File: config.mk
export PLATFORM = sky130hd
export DESIGN_NAME = rom_check_top
export DESIGN_NICKNAME = d
export VERILOG_FILES = /design/src/design/rom_check_pkg.sv /design/src/design/rom_digest_if.sv /design/src/design/rom_check_counter.sv /design/src/design/rom_check_top.sv /design/src/design/rom_compare.sv /design/src/design/rom_digest_scan.sv
export SDC_FILE = /design/constraint.sdc
export NUM_CORES = 1
export LEC_CHECK = 0
export ABC_AREA = 1
export BUFFER_PORTS_ARGS = -buffer_cell sky130_fd_sc_hd__clkbuf_2
export CAP_MARGIN = 20
export CORE_MARGIN = 4
export CORE_UTILIZATION = 56
export CTS_CLUSTER_DIAMETER = 150
export CTS_CLUSTER_SIZE = 8
export DETAILED_ROUTE_END_ITERATION = 6
export PLACE_DENSITY = 0.79
export SYNTH_ARGS = -nofsm -noshare
export SYNTH_HDL_FRONTEND = slang
export SYNTH_SLANG_ARGS = --single-unit
export TNS_END_PERCENT = 50
File: constraint.sdc
create_clock -name clk_i -period 3.2 [get_ports clk_i]
set_input_delay 0.96 -clock clk_i [delete_from_list [all_inputs] [get_ports clk_i]]
set_output_delay 0.96 -clock clk_i [all_outputs]
set_load 0.02 [all_outputs]
File: src/design/rom_check_pkg.sv
/*
 * ROM integrity checker package
 * Sizes, vector types, multi-bit booleans and the digest seed
 */
`default_nettype none

package rom_check_pkg;

  // Basic sizes
  localparam int unsigned WordW       = 32;
  localparam int unsigned RomWords    = 32;
  localparam int unsigned DigestWords = 2;

  // Derived widths
  localparam int unsigned RomAddrW   = $clog2(RomWords);
  localparam int unsigned DigestIdxW = $clog2(DigestWords);

  typedef logic [WordW-1:0]             rom_word_t;
  typedef logic [RomAddrW-1:0]          rom_addr_t;
  typedef logic [DigestIdxW-1:0]        digest_idx_t;
  // Word 0 sits in the low bits
  typedef logic [DigestWords*WordW-1:0] digest_t;

  // Multi-bit boolean, any other code counts as invalid
  typedef logic [3:0] mubi4_t;
  localparam mubi4_t MuBi4True  = 4'h6;
  localparam mubi4_t MuBi4False = 4'h9;

  // Address landmarks
  localparam rom_addr_t RomLastAddr = rom_addr_t'(RomWords - 1);
  // First of the expected digest words at the top of the ROM
  localparam rom_addr_t ExpBaseAddr = rom_addr_t'(RomWords - DigestWords);

  localparam digest_idx_t DigestLastIdx = digest_idx_t'(DigestWords - 1);

  // Start value of every digest lane
  localparam rom_word_t DigestSeed = 32'hA5C3_0F1E;

  // Plain boolean to mubi code
  function automatic mubi4_t mubi4_from_bool(logic val);
    return val ? MuBi4True : MuBi4False;
  endfunction

endpackage

`default_nettype wire

File: src/design/rom_digest_if.sv
/*
 * Digest hand-over between ROM scanner and comparator
 */
`default_nettype none

interface rom_digest_if;
  import rom_check_pkg::*;

  // One-cycle pulse, first cycle of digest_valid
  logic    check_start;
  // Computed digest, stable once valid
  digest_t digest;
  // Digest read from the top ROM words
  digest_t exp_digest;
  // Level, held until reset
  logic    digest_valid;

  modport producer (
    output check_start,
    output digest,
    output exp_digest,
    output digest_valid
  );

  modport consumer (
    input check_start,
    input digest,
    input exp_digest,
    input digest_valid
  );

endinterface

`default_nettype wire

File: src/design/rom_check_counter.sv
/*
 * Redundant digest word counter
 * Up count plus complement copy, flags any disagreement
 */
`default_nettype none

module rom_check_counter (
  input  logic                       clk_i,
  input  logic                       rst_ni,
  input  logic                       incr_i,
  output rom_check_pkg::digest_idx_t cnt_o,
  output logic                       err_o
);
  import rom_check_pkg::*;

  // Primary count
  digest_idx_t cnt_q;
  // Complement copy, counts down in step
  digest_idx_t cnt_n_q;

  always_ff @(posedge clk_i or negedge rst_ni) begin
    if (!rst_ni) begin
      cnt_q   <= '0;
      cnt_n_q <= '1;
    end else if (incr_i) begin
      cnt_q   <= cnt_q + digest_idx_t'(1);
      cnt_n_q <= cnt_n_q - digest_idx_t'(1);
    end
  end

  assign cnt_o = cnt_q;

  // Copies must stay bitwise complementary
  assign err_o = (cnt_q != ~cnt_n_q);

  // Caller stops incrementing at the last digest word, no wrap allowed
  incr_at_top_a: assert property (
    @(posedge clk_i) disable iff (!rst_ni)
    incr_i |-> (cnt_q != DigestLastIdx)
  ) else $error("counter incremented at top count");

endmodule

`default_nettype wire

File: src/design/rom_check_top.sv
/*
 * ROM integrity checker top
 * Scanner and comparator joined through the digest interface
 */
`default_nettype none

module rom_check_top (
  input  logic                     clk_i,
  input  logic                     rst_ni,
  input  logic                     start_i,
  // ROM read port, one-cycle latency
  output logic                     rom_req_o,
  output rom_check_pkg::rom_addr_t rom_addr_o,
  input  rom_check_pkg::rom_word_t rom_rdata_i,
  // Computed digest for downstream consumers
  output rom_check_pkg::digest_t   digest_o,
  output logic                     done_o,
  output rom_check_pkg::mubi4_t    good_o,
  output logic                     alert_o
);

  rom_digest_if dig_if ();

  rom_digest_scan u_scan (
    .clk_i       (clk_i),
    .rst_ni      (rst_ni),
    .start_i     (start_i),
    .rom_req_o   (rom_req_o),
    .rom_addr_o  (rom_addr_o),
    .rom_rdata_i (rom_rdata_i),
    .dig         (dig_if.producer)
  );

  // Start seen here too, for misuse alerts only
  rom_compare u_compare (
    .clk_i   (clk_i),
    .rst_ni  (rst_ni),
    .start_i (start_i),
    .dig     (dig_if.consumer),
    .done_o  (done_o),
    .good_o  (good_o),
    .alert_o (alert_o)
  );

  assign digest_o = dig_if.digest;

endmodule

`default_nettype wire

File: src/design/rom_compare.sv
/*
 * Digest comparator
 * Walks digest words one per cycle against expected words, reports done, good, alert
 */
`default_nettype none

module rom_compare (
  input  logic                  clk_i,
  input  logic                  rst_ni,
  input  logic                  start_i,
  rom_digest_if.consumer        dig,
  output logic                  done_o,
  output rom_check_pkg::mubi4_t good_o,
  output logic                  alert_o
);
  import rom_check_pkg::*;

  // Sparse codes, pairwise distance of at least 3
  typedef enum logic [4:0] {
    CmpWaiting  = 5'b00100,
    CmpChecking = 5'b10010,
    CmpDone     = 5'b11001
  } cmp_state_e;

  cmp_state_e state_q, state_d;

  logic        matches_q, matches_d;
  mubi4_t      good_q, good_d;
  logic        fsm_alert;

  // Word counter
  digest_idx_t cnt;
  logic        cnt_incr;
  logic        cnt_err;

  rom_word_t   digest_word;
  rom_word_t   exp_word;

  always_comb begin
    state_d   = state_q;
    fsm_alert = 1'b0;
    case (state_q)
      CmpWaiting: begin
        if (dig.check_start && dig.digest_valid) begin
          state_d = CmpChecking;
        end
      end
      CmpChecking: begin
        if (cnt == DigestLastIdx) begin
          state_d = CmpDone;
        end
      end
      CmpDone: begin
        // Terminal until reset
        state_d = CmpDone;
      end
      default: begin
        fsm_alert = 1'b1;
      end
    endcase
  end

  // Step through words, stop at the last one
  assign cnt_incr = (state_q == CmpChecking) && (cnt != DigestLastIdx);

  rom_check_counter u_counter (
    .clk_i  (clk_i),
    .rst_ni (rst_ni),
    .incr_i (cnt_incr),
    .cnt_o  (cnt),
    .err_o  (cnt_err)
  );

  // Current word pair
  assign digest_word = dig.digest[{cnt, 5'd0} +: WordW];
  assign exp_word    = dig.exp_digest[{cnt, 5'd0} +: WordW];

  // Sticky match, only updated while checking
  assign matches_d = (state_q == CmpChecking) ? (matches_q && (digest_word == exp_word))
                                              : matches_q;

  // Good follows done in the same cycle
  assign good_d = (state_d == CmpDone) ? mubi4_from_bool(matches_d) : MuBi4False;

  always_ff @(posedge clk_i or negedge rst_ni) begin
    if (!rst_ni) begin
      state_q   <= CmpWaiting;
      matches_q <= 1'b1;
      good_q    <= MuBi4False;
    end else begin
      state_q   <= state_d;
      matches_q <= matches_d;
      good_q    <= good_d;
    end
  end

  assign done_o = (state_q == CmpDone);
  assign good_o = good_q;

  // Consistency checks
  logic start_alert;
  logic wait_cnt_alert;
  logic done_cnt_alert;

  // Start only legal while waiting
  assign start_alert    = start_i && (state_q != CmpWaiting);
  // Count parked at zero before checking
  assign wait_cnt_alert = (state_q == CmpWaiting) && (cnt != '0);
  // Count at last word once done
  assign done_cnt_alert = (state_q == CmpDone) && (cnt != DigestLastIdx);

  assign alert_o = fsm_alert | start_alert | wait_cnt_alert | done_cnt_alert | cnt_err;

  // Only the three legal codes
  state_legal_a: assert property (
    @(posedge clk_i) disable iff (!rst_ni)
    state_q inside {CmpWaiting, CmpChecking, CmpDone}
  ) else $error("comparator in illegal state");

  // No way back from done without reset
  done_final_a: assert property (
    @(posedge clk_i) disable iff (!rst_ni)
    done_o |=> (state_q != CmpWaiting)
  ) else $error("comparator left done state");

endmodule

`default_nettype wire

File: src/design/rom_digest_scan.sv
/*
 * ROM scanner
 * Reads every ROM word, folds data into a two-lane digest, captures expected digest
 */
`default_nettype none

module rom_digest_scan (
  input  logic                     clk_i,
  input  logic                     rst_ni,
  input  logic                     start_i,
  output logic                     rom_req_o,
  output rom_check_pkg::rom_addr_t rom_addr_o,
  input  rom_check_pkg::rom_word_t rom_rdata_i,
  rom_digest_if.producer           dig
);
  import rom_check_pkg::*;

  typedef enum logic [1:0] {
    ScanIdle     = 2'b00,
    ScanReading  = 2'b01,
    ScanDraining = 2'b11,
    ScanFinished = 2'b10
  } scan_state_e;

  scan_state_e state_q, state_d;

  // Next address to request
  rom_addr_t addr_q;
  // Read data return tracking, one cycle behind the request
  logic      rvalid_q;
  rom_addr_t ridx_q;

  // Digest lanes and expected words
  rom_word_t lane_q [DigestWords];
  rom_word_t exp_q  [DigestWords];

  logic check_start_q;
  logic start_accept;

  // Start only taken from idle, once per reset
  assign start_accept = start_i && (state_q == ScanIdle);

  always_comb begin
    state_d = state_q;
    case (state_q)
      ScanIdle: begin
        if (start_i) begin
          state_d = ScanReading;
        end
      end
      ScanReading: begin
        // Last request goes out this cycle
        if (addr_q == RomLastAddr) begin
          state_d = ScanDraining;
        end
      end
      ScanDraining: begin
        // Last word returns here
        state_d = ScanFinished;
      end
      ScanFinished: begin
        state_d = ScanFinished;
      end
      default: begin
        state_d = ScanIdle;
      end
    endcase
  end

  always_ff @(posedge clk_i or negedge rst_ni) begin
    if (!rst_ni) begin
      state_q       <= ScanIdle;
      addr_q        <= '0;
      rvalid_q      <= 1'b0;
      check_start_q <= 1'b0;
    end else begin
      state_q  <= state_d;
      rvalid_q <= rom_req_o;
      if (state_q == ScanReading) begin
        addr_q <= addr_q + rom_addr_t'(1);
      end
      // Pulse lines up with first cycle of Finished
      check_start_q <= (state_q == ScanDraining);
    end
  end

  // ROM request port
  assign rom_req_o  = (state_q == ScanReading);
  assign rom_addr_o = addr_q;

  // Data path, no reset needed
  always_ff @(posedge clk_i) begin
    ridx_q <= rom_addr_o;
    if (start_accept) begin
      for (int i = 0; i < DigestWords; i++) begin
        lane_q[i] <= DigestSeed;
      end
    end else if (rvalid_q) begin
      if (ridx_q < ExpBaseAddr) begin
        // Rotate left by one, then XOR in the word
        lane_q[digest_idx_t'(ridx_q)] <=
          {lane_q[digest_idx_t'(ridx_q)][WordW-2:0], lane_q[digest_idx_t'(ridx_q)][WordW-1]}
          ^ rom_rdata_i;
      end else begin
        exp_q[digest_idx_t'(ridx_q - ExpBaseAddr)] <= rom_rdata_i;
      end
    end
  end

  // Pack lanes, word 0 low
  always_comb begin
    for (int i = 0; i < DigestWords; i++) begin
      dig.digest[i*WordW +: WordW]     = lane_q[i];
      dig.exp_digest[i*WordW +: WordW] = exp_q[i];
    end
  end

  assign dig.digest_valid = (state_q == ScanFinished);
  assign dig.check_start  = check_start_q;

  // Address range while requesting
  addr_in_range_a: assert property (
    @(posedge clk_i) disable iff (!rst_ni)
    rom_req_o |-> (int'(rom_addr_o) < RomWords)
  ) else $error("ROM address out of range");

  // Digest stays valid until reset
  valid_sticky_a: assert property (
    @(posedge clk_i) disable iff (!rst_ni)
    dig.digest_valid |=> dig.digest_valid
  ) else $error("digest_valid fell before reset");

endmodule

`default_nettype wire

# Word level (Yosys, flattened, before mapping)
# Memories as Yosys holds them, arrays and structs flattened. A register that Yosys moved wholly into a read port is not among the register bits.
# Cells that the tools add are included.
dict set report word_totals {
  elab_cells 74
  ramBits 128
  regBits 26
  mem_count 2
  in_bits 35
  output_inout_bits 76
}
# memory words width rd rd_clocked_by_memory_dff write_ports line
set mem_list {}
lappend mem_list {u_scan.exp_q 2 32 2 0 1 rom_digest_scan.sv:35} ;# rom_word_t exp_q [DigestWords];
lappend mem_list {u_scan.lane_q 2 32 3 1 2 rom_digest_scan.sv:34} ;# rom_word_t lane_q [DigestWords];
dict set report classes {
  n_mux 23
  shifts 2
  n_reduce_logical 12
  order_cmp 1
  eq_ne 13
  n_addsub 4
  bitwise_logic 7
}
# operator n
set op_table {}
lappend op_table {{indexed part select 64 x 7 -> 32 bit} 2}
lappend op_table {{== test 32 bit} 1}
lappend op_table {{2-to-1 mux 32 bit} 1}
lappend op_table {{OR reduction 32 bit} 1}
lappend op_table {{bitwise XOR 32 bit} 1}
lappend op_table {{== test 5 bit (second input constant)} 4}
lappend op_table {{case mux 5 bit (3 select lines)} 1}
lappend op_table {{2-to-1 mux 1 bit} 14}
lappend op_table {{2-to-1 mux 5 bit} 2}
lappend op_table {{2-to-1 mux 4 bit} 2}
lappend op_table {{logical AND 1 bit} 7}
lappend op_table {{case mux 2 bit (3 select lines)} 1}
lappend op_table {{adder 5 x 1 -> 5 bit (second input constant)} 1}
lappend op_table {{== test 5 x 3 -> 1 bit (second input constant)} 1}
lappend op_table {{less-than comparator 5 bit (second input constant)} 1}
lappend op_table {{!= test 5 x 3 -> 1 bit (second input constant)} 1}
lappend op_table {{== test 2 bit (second input constant)} 2}
lappend op_table {{2-to-1 mux 2 bit} 2}
lappend op_table {{!= test 2 bit (second input constant)} 2}
lappend op_table {{bitwise OR 1 bit} 4}
lappend op_table {{OR reduction 3 bit} 1}
lappend op_table {{== test 2 x 1 -> 1 bit (second input constant)} 1}
lappend op_table {{zero test 2 bit} 1}
lappend op_table {{inverter 1 bit} 2}
lappend op_table {{other kinds (5)} 6}

# Logic depth before layout (Yosys ltp)
dict set report logic_depth {
  depth_word 7
  ltp_mapped 12
  depth_no_buf 12
}

# Hierarchy
# Synthesis repeated with hierarchy kept, for this count alone.
dict set report unflattened {
  hier_cells 729
  area_unflattened_um2 7201.9
}
# mod n_inst area_each_um2 cells_per_inst
set modules_own_cells {}
lappend modules_own_cells {rom_digest_scan 1 5706.7 459}
lappend modules_own_cells {rom_compare 1 1398.8 256}
lappend modules_own_cells {rom_check_counter 1 96.3 14}

# Worst setup path before layout
# No wires, ideal clock.
dict set report synth_path {
  kind {input-to-reg}
  from {in start_i}
  to {mem u_scan.exp_q[0][0] in the netlist's numbering, enable pin}
  arrival_time_ns 2.630
  n_path_buf 0
  setup_time_ns 0.421
  path_stages 5
  setup_slack_ns 0.149
  required_time_ns 2.779
  cell_sequence {inv_1 > nor3_1 > inv_2 > nand3b_1 > nor2_1}
}
dict set report synth_via {
  elab_chain_cells 3
}
# item line
set synth_lines {}
lappend synth_lines {{start: declaration} rom_check_top.sv:10} ;# input logic start_i,
lappend synth_lines {{logical AND 1 bit} rom_digest_scan.sv:41} ;# assign start_accept = start_i && (state_q == ScanIdle);
lappend synth_lines {{2-to-1 mux 1 bit} rom_digest_scan.sv:94} ;# if (start_accept) begin
lappend synth_lines {{2-to-1 mux 1 bit (implied by the code)} rom_digest_scan.sv:105} ;# exp_q[digest_idx_t'(ridx_q - ExpBaseAddr)] <= rom_rdata_i;
lappend synth_lines {{end: declaration} rom_digest_scan.sv:35}
# Every way passes these cells.

# Worst setup path in the final report
dict set report layout_path {
  from {reg u_compare.state_q[3]}
  to {out alert_o}
}
dict set report layout_via {
  elab_chain_cells 7
}
# item line
set layout_lines {}
lappend layout_lines {{start: declaration} rom_compare.sv:25} ;# cmp_state_e state_q, state_d;
lappend layout_lines {{start signal: assignment} rom_compare.sv:87} ;# state_q <= CmpWaiting;
lappend layout_lines {{start signal: assignment} rom_compare.sv:91} ;# state_q <= state_d;
lappend layout_lines {{== test 5 bit (tied with other cells)} {rom_compare.sv:42, rom_compare.sv:110}}
lappend layout_lines {{OR reduction 3 bit (no source line)} --}
lappend layout_lines {{2-to-1 mux 1 bit} rom_compare.sv:42} ;# case (state_q)
lappend layout_lines {{bitwise OR 1 bit (2 in series)} rom_compare.sv:112} ;# assign alert_o = fsm_alert | start_alert | wait_cnt_alert | done_cnt_alert | cnt_err;
lappend layout_lines {{bitwise OR 1 bit * (2 in series)} rom_compare.sv:112}
lappend layout_lines {{end: declaration} rom_check_top.sv:19} ;# output logic alert_o
# Mark *: on every way between the ends. The rest lies on a longest branch, timed or not.

==> flow_summary.yaml <==
place:
  port-buffer-count: 110
  gp_congestion: 0.860
  pre_cts_ws_ps: 586
  hpwl_um: 11500
cells_and_area:
  drive_above_1_share_pct: 21.3
  num-nets-final: 786
  regArea_mm2: 0.00442
  multi_input_area_mm2: 0.00201
  areaGrowthSynthToFinish_pct: 19.1
  n_antenna_cell: 0
  layout_commonest_cell: "nand2_1"
  nFillCells: 845
  final_cell_mix: "183 x nand2_1, 128 x edfxtp_1, 110 x clkbuf_2"
global_routing:
  grt_overflow: 0
  grt_pass1_vias: 4922
  antenna_found_initial: 0
  grt_max_degree: 38
  grt_first_pass_wirelength_um: 25400
  grt_util_all_layers_pct: 23.7
sta:
  rsz0062_at_grt: "false"
  fin_skew_ps: 7.61
  period_needed_ps: 2790
  final_hold_viol_count: 0
  fmax_mhz: 358
  max_slew_margin_pct: 67.2
  slew_violations: 0
  setup_tns_ps: 0
  setup_viol: 0
  setup_slack_ps: 410
  worstMarginPinSlew_ps: 489
  hold_ws_ps: 450
  fin_crit_sh_pct: 87.2
pwr:
  swShare_pct: 18.8
  power_frac_clock_pct: 48.1
  pwr-share-seq_pct: 50.3
  combPwrFrac_pct: 1.6
  power_density_mw_per_mm2: 524
  ir_drop_mv: 0.362
  switchingPower_uw: 798
  internal_power_mw: 3.44
  power_leakage_nw: 3.41
logic_synthesis:
  syn_nets: 662
  synth_warnings: 0
  synth_cell_type_count: 33
  synthArstFlopShare_pct: 12.5
  synth_cells: 625
  yosysSeqAreaShare_pct: 65.1
  syn-mean-instance-area_um2: 10.9
  synth_flop_cell: "edfxtp_1"
  syn_area_mm2: 0.00679
  ys_ff_latch: 152
  synth-edff-count: 128
route:
  drc_errors: 0
  wl_met2_um: 8000
  dr_wl_met3_um: 1270
  vias: 4798
  wl_um: 16200
  drt_iter0_markers: 303
  avgViaCountPerCell: 5.30
  top_layer: "met4"
  detail-route-antenna-nets: 0
  wl_met1_um: 6490
  drt_pass1_iterations: 7
  wl_per_cell_um: 17.8
clock_network:
  hold_buffers: 0
  clk_pin_slew_ps: 60
  postCtsSetupBuffers: 0
  cts_resized: 0
  clock_path_buffers: 2
  htreeDepth: 4
  cts_tree: "done"
  cts_buffers: 17
  cts-root-buf: "clkbuf_16"
  clock_latency_ps: 420
  cts.sinks: 152
worst_setup_path:
  worst_r2r_path_depth: 6
  worst-r2r-setup-slack_ps: 1010
  cp.depth: 5
  end_kind: "primary output"
  r2r_start: "u_scan.ridx_q[0]"
  critPathLaunchType: "flop"
  crit_end: "alert_o"
  arrival_ps: 1830
  crit_chain: "nor4_2, inv_1, nand3_1, o2111ai_1, clkbuf_2"
  worstSetupStartpoint: "u_compare.state_q[3]"
  path_class: "flop to primary output"
  required_ps: 2240
  crit_buf_inv: 2
  slowest_stage: "dfrtp_1"
  cpLargestDelayFamily: "simple AND/OR/NAND/NOR gates"
  max_stage_delay_ps: 400
  reg2reg_to: "u_scan.lane_q[1][4]"
  cp_max_fo: 4
floorplan:
  die_area_mm2: 0.0140
  core-area_mm2: 0.0117
  io_pins: 111
  die_h_um: 118
  die_x_um: 118
  initial_core_util_pct: 58.3
  rows: 39
flow_run:
  cap_violations: 0
worst_hold_path:
  hp-class: "flop to flop"
  whs_path_depth: 0
outcome:
  status: "completed"
==> flip-flops by register name, summed over array words and instances (netlist names), 2 cells and up <==
name	flops
u_scan.exp_q	64
u_compare.good_o	2
u_scan.lane_q	64
u_scan.ridx_q	5
u_scan.state_q	2
u_scan.rom_addr_o	5
u_compare.state_q	5
==> metal layers <==
metal / vias up / GRT usage [%]
li1: 2280 / -
met1: 2274 / 28.8
met2: 214 / 40.1
met3: 30 / 6.35
met4: 0 / 9.96
met5: - / 0
==> cell usage after synthesis (3+ instances only) <==
cell type	n	area, um2
edfxtp_1	128	3840
xor2_1	8	70.1
dfrtp_1	15	375
nor2_1	68	255
dfstp_2	4	105
buf_2	4	20.0
buf_6	3	33.8
inv_1	61	229
buf_4	6	45.0
inv_2	4	15.0
o21ai_1	10	50.1
or2_0	3	18.8
dfxtp_1	5	100
o21ai_0	13	65.1
nand4_1	6	37.5
nand3_1	19	95.1
nand2_1	183	687
xnor2_1	63	552
inv_4	3	18.8
==> worst min-delay path by stage <==
stage / startpoint / end / slack [ps]
6_report: u_scan.rom_addr_o[3] / u_scan.ridx_q[3] / 450
5_1_grt: u_scan.rom_addr_o[3] / u_scan.ridx_q[3] / 470
3_5_place_dp: u_scan.rom_addr_o[3] / u_scan.ridx_q[3] / 440
3_3_place_gp: u_scan.rom_addr_o[4] / u_scan.ridx_q[4] / 410
4_1_cts: u_scan.rom_addr_o[3] / u_scan.ridx_q[3] / 450
2_1_floorplan: u_compare.matches_q / u_compare.good_o[0] / 440
==> metrics by stage <==
step           area (um2)  cells  total power [mW]  util, %
2_1_floorplan        6790    625              2.20        -
6_report             8090    905              4.24     69.4
3_3_place_gp         7500    873              2.24     64.3
4_1_cts              8090    905              4.25     69.4
5_1_grt              8090    905              4.35     69.4
3_5_place_dp         7500    873              2.24     64.3
==> cell families after synthesis <==
| kind of cell | share of synthesized area [%] |
|---|---|
| XOR/XNOR | 9.15 |
| AO/OA/AOI/OAI | 2.19 |
| AND/OR/NAND/NOR | 17.8 |
| flip-flops | 65.1 |
| adder cells (fa/ha/maj) | 0.368 |
| buffers and inverters | 5.32 |
==> layout make-up <==
| cell class | instances | share of cell area, % |
|---|---|---|
| Inverter | 68 | 3.25 |
| Sequential cell | 152 | 54.7 |
| Clock buffer | 19 | 5.35 |
| Clock inverter | 13 | 1.96 |
| Multi-Input combinational cell | 392 | 24.9 |
| Tap cell | 143 | 2.21 |
| Timing Repair Buffer | 118 | 7.70 |
==> power by group through the flow <==
| stage | Combinational, mW | Clock, mW | Sequential (mW) |
|---|---|---|---|
| finish | 0.0691 | 2.04 | 2.13 |
| global route | 0.0754 | 2.14 | 2.13 |
| CTS | 0.0691 | 2.05 | 2.13 |
| detailed placement | 0.0681 | 0 | 2.17 |
| global placement | 0.0657 | 0 | 2.17 |
| floorplan | 0.0221 | 0 | 2.17 |
==> worst register-to-register path, delay by kind of cell, from the launching register on <==
family	cells	cell delay, ps
flops	1	310
simple gates	2	510
buf+inv	4	1050
(Power assumes the default switching activity.)
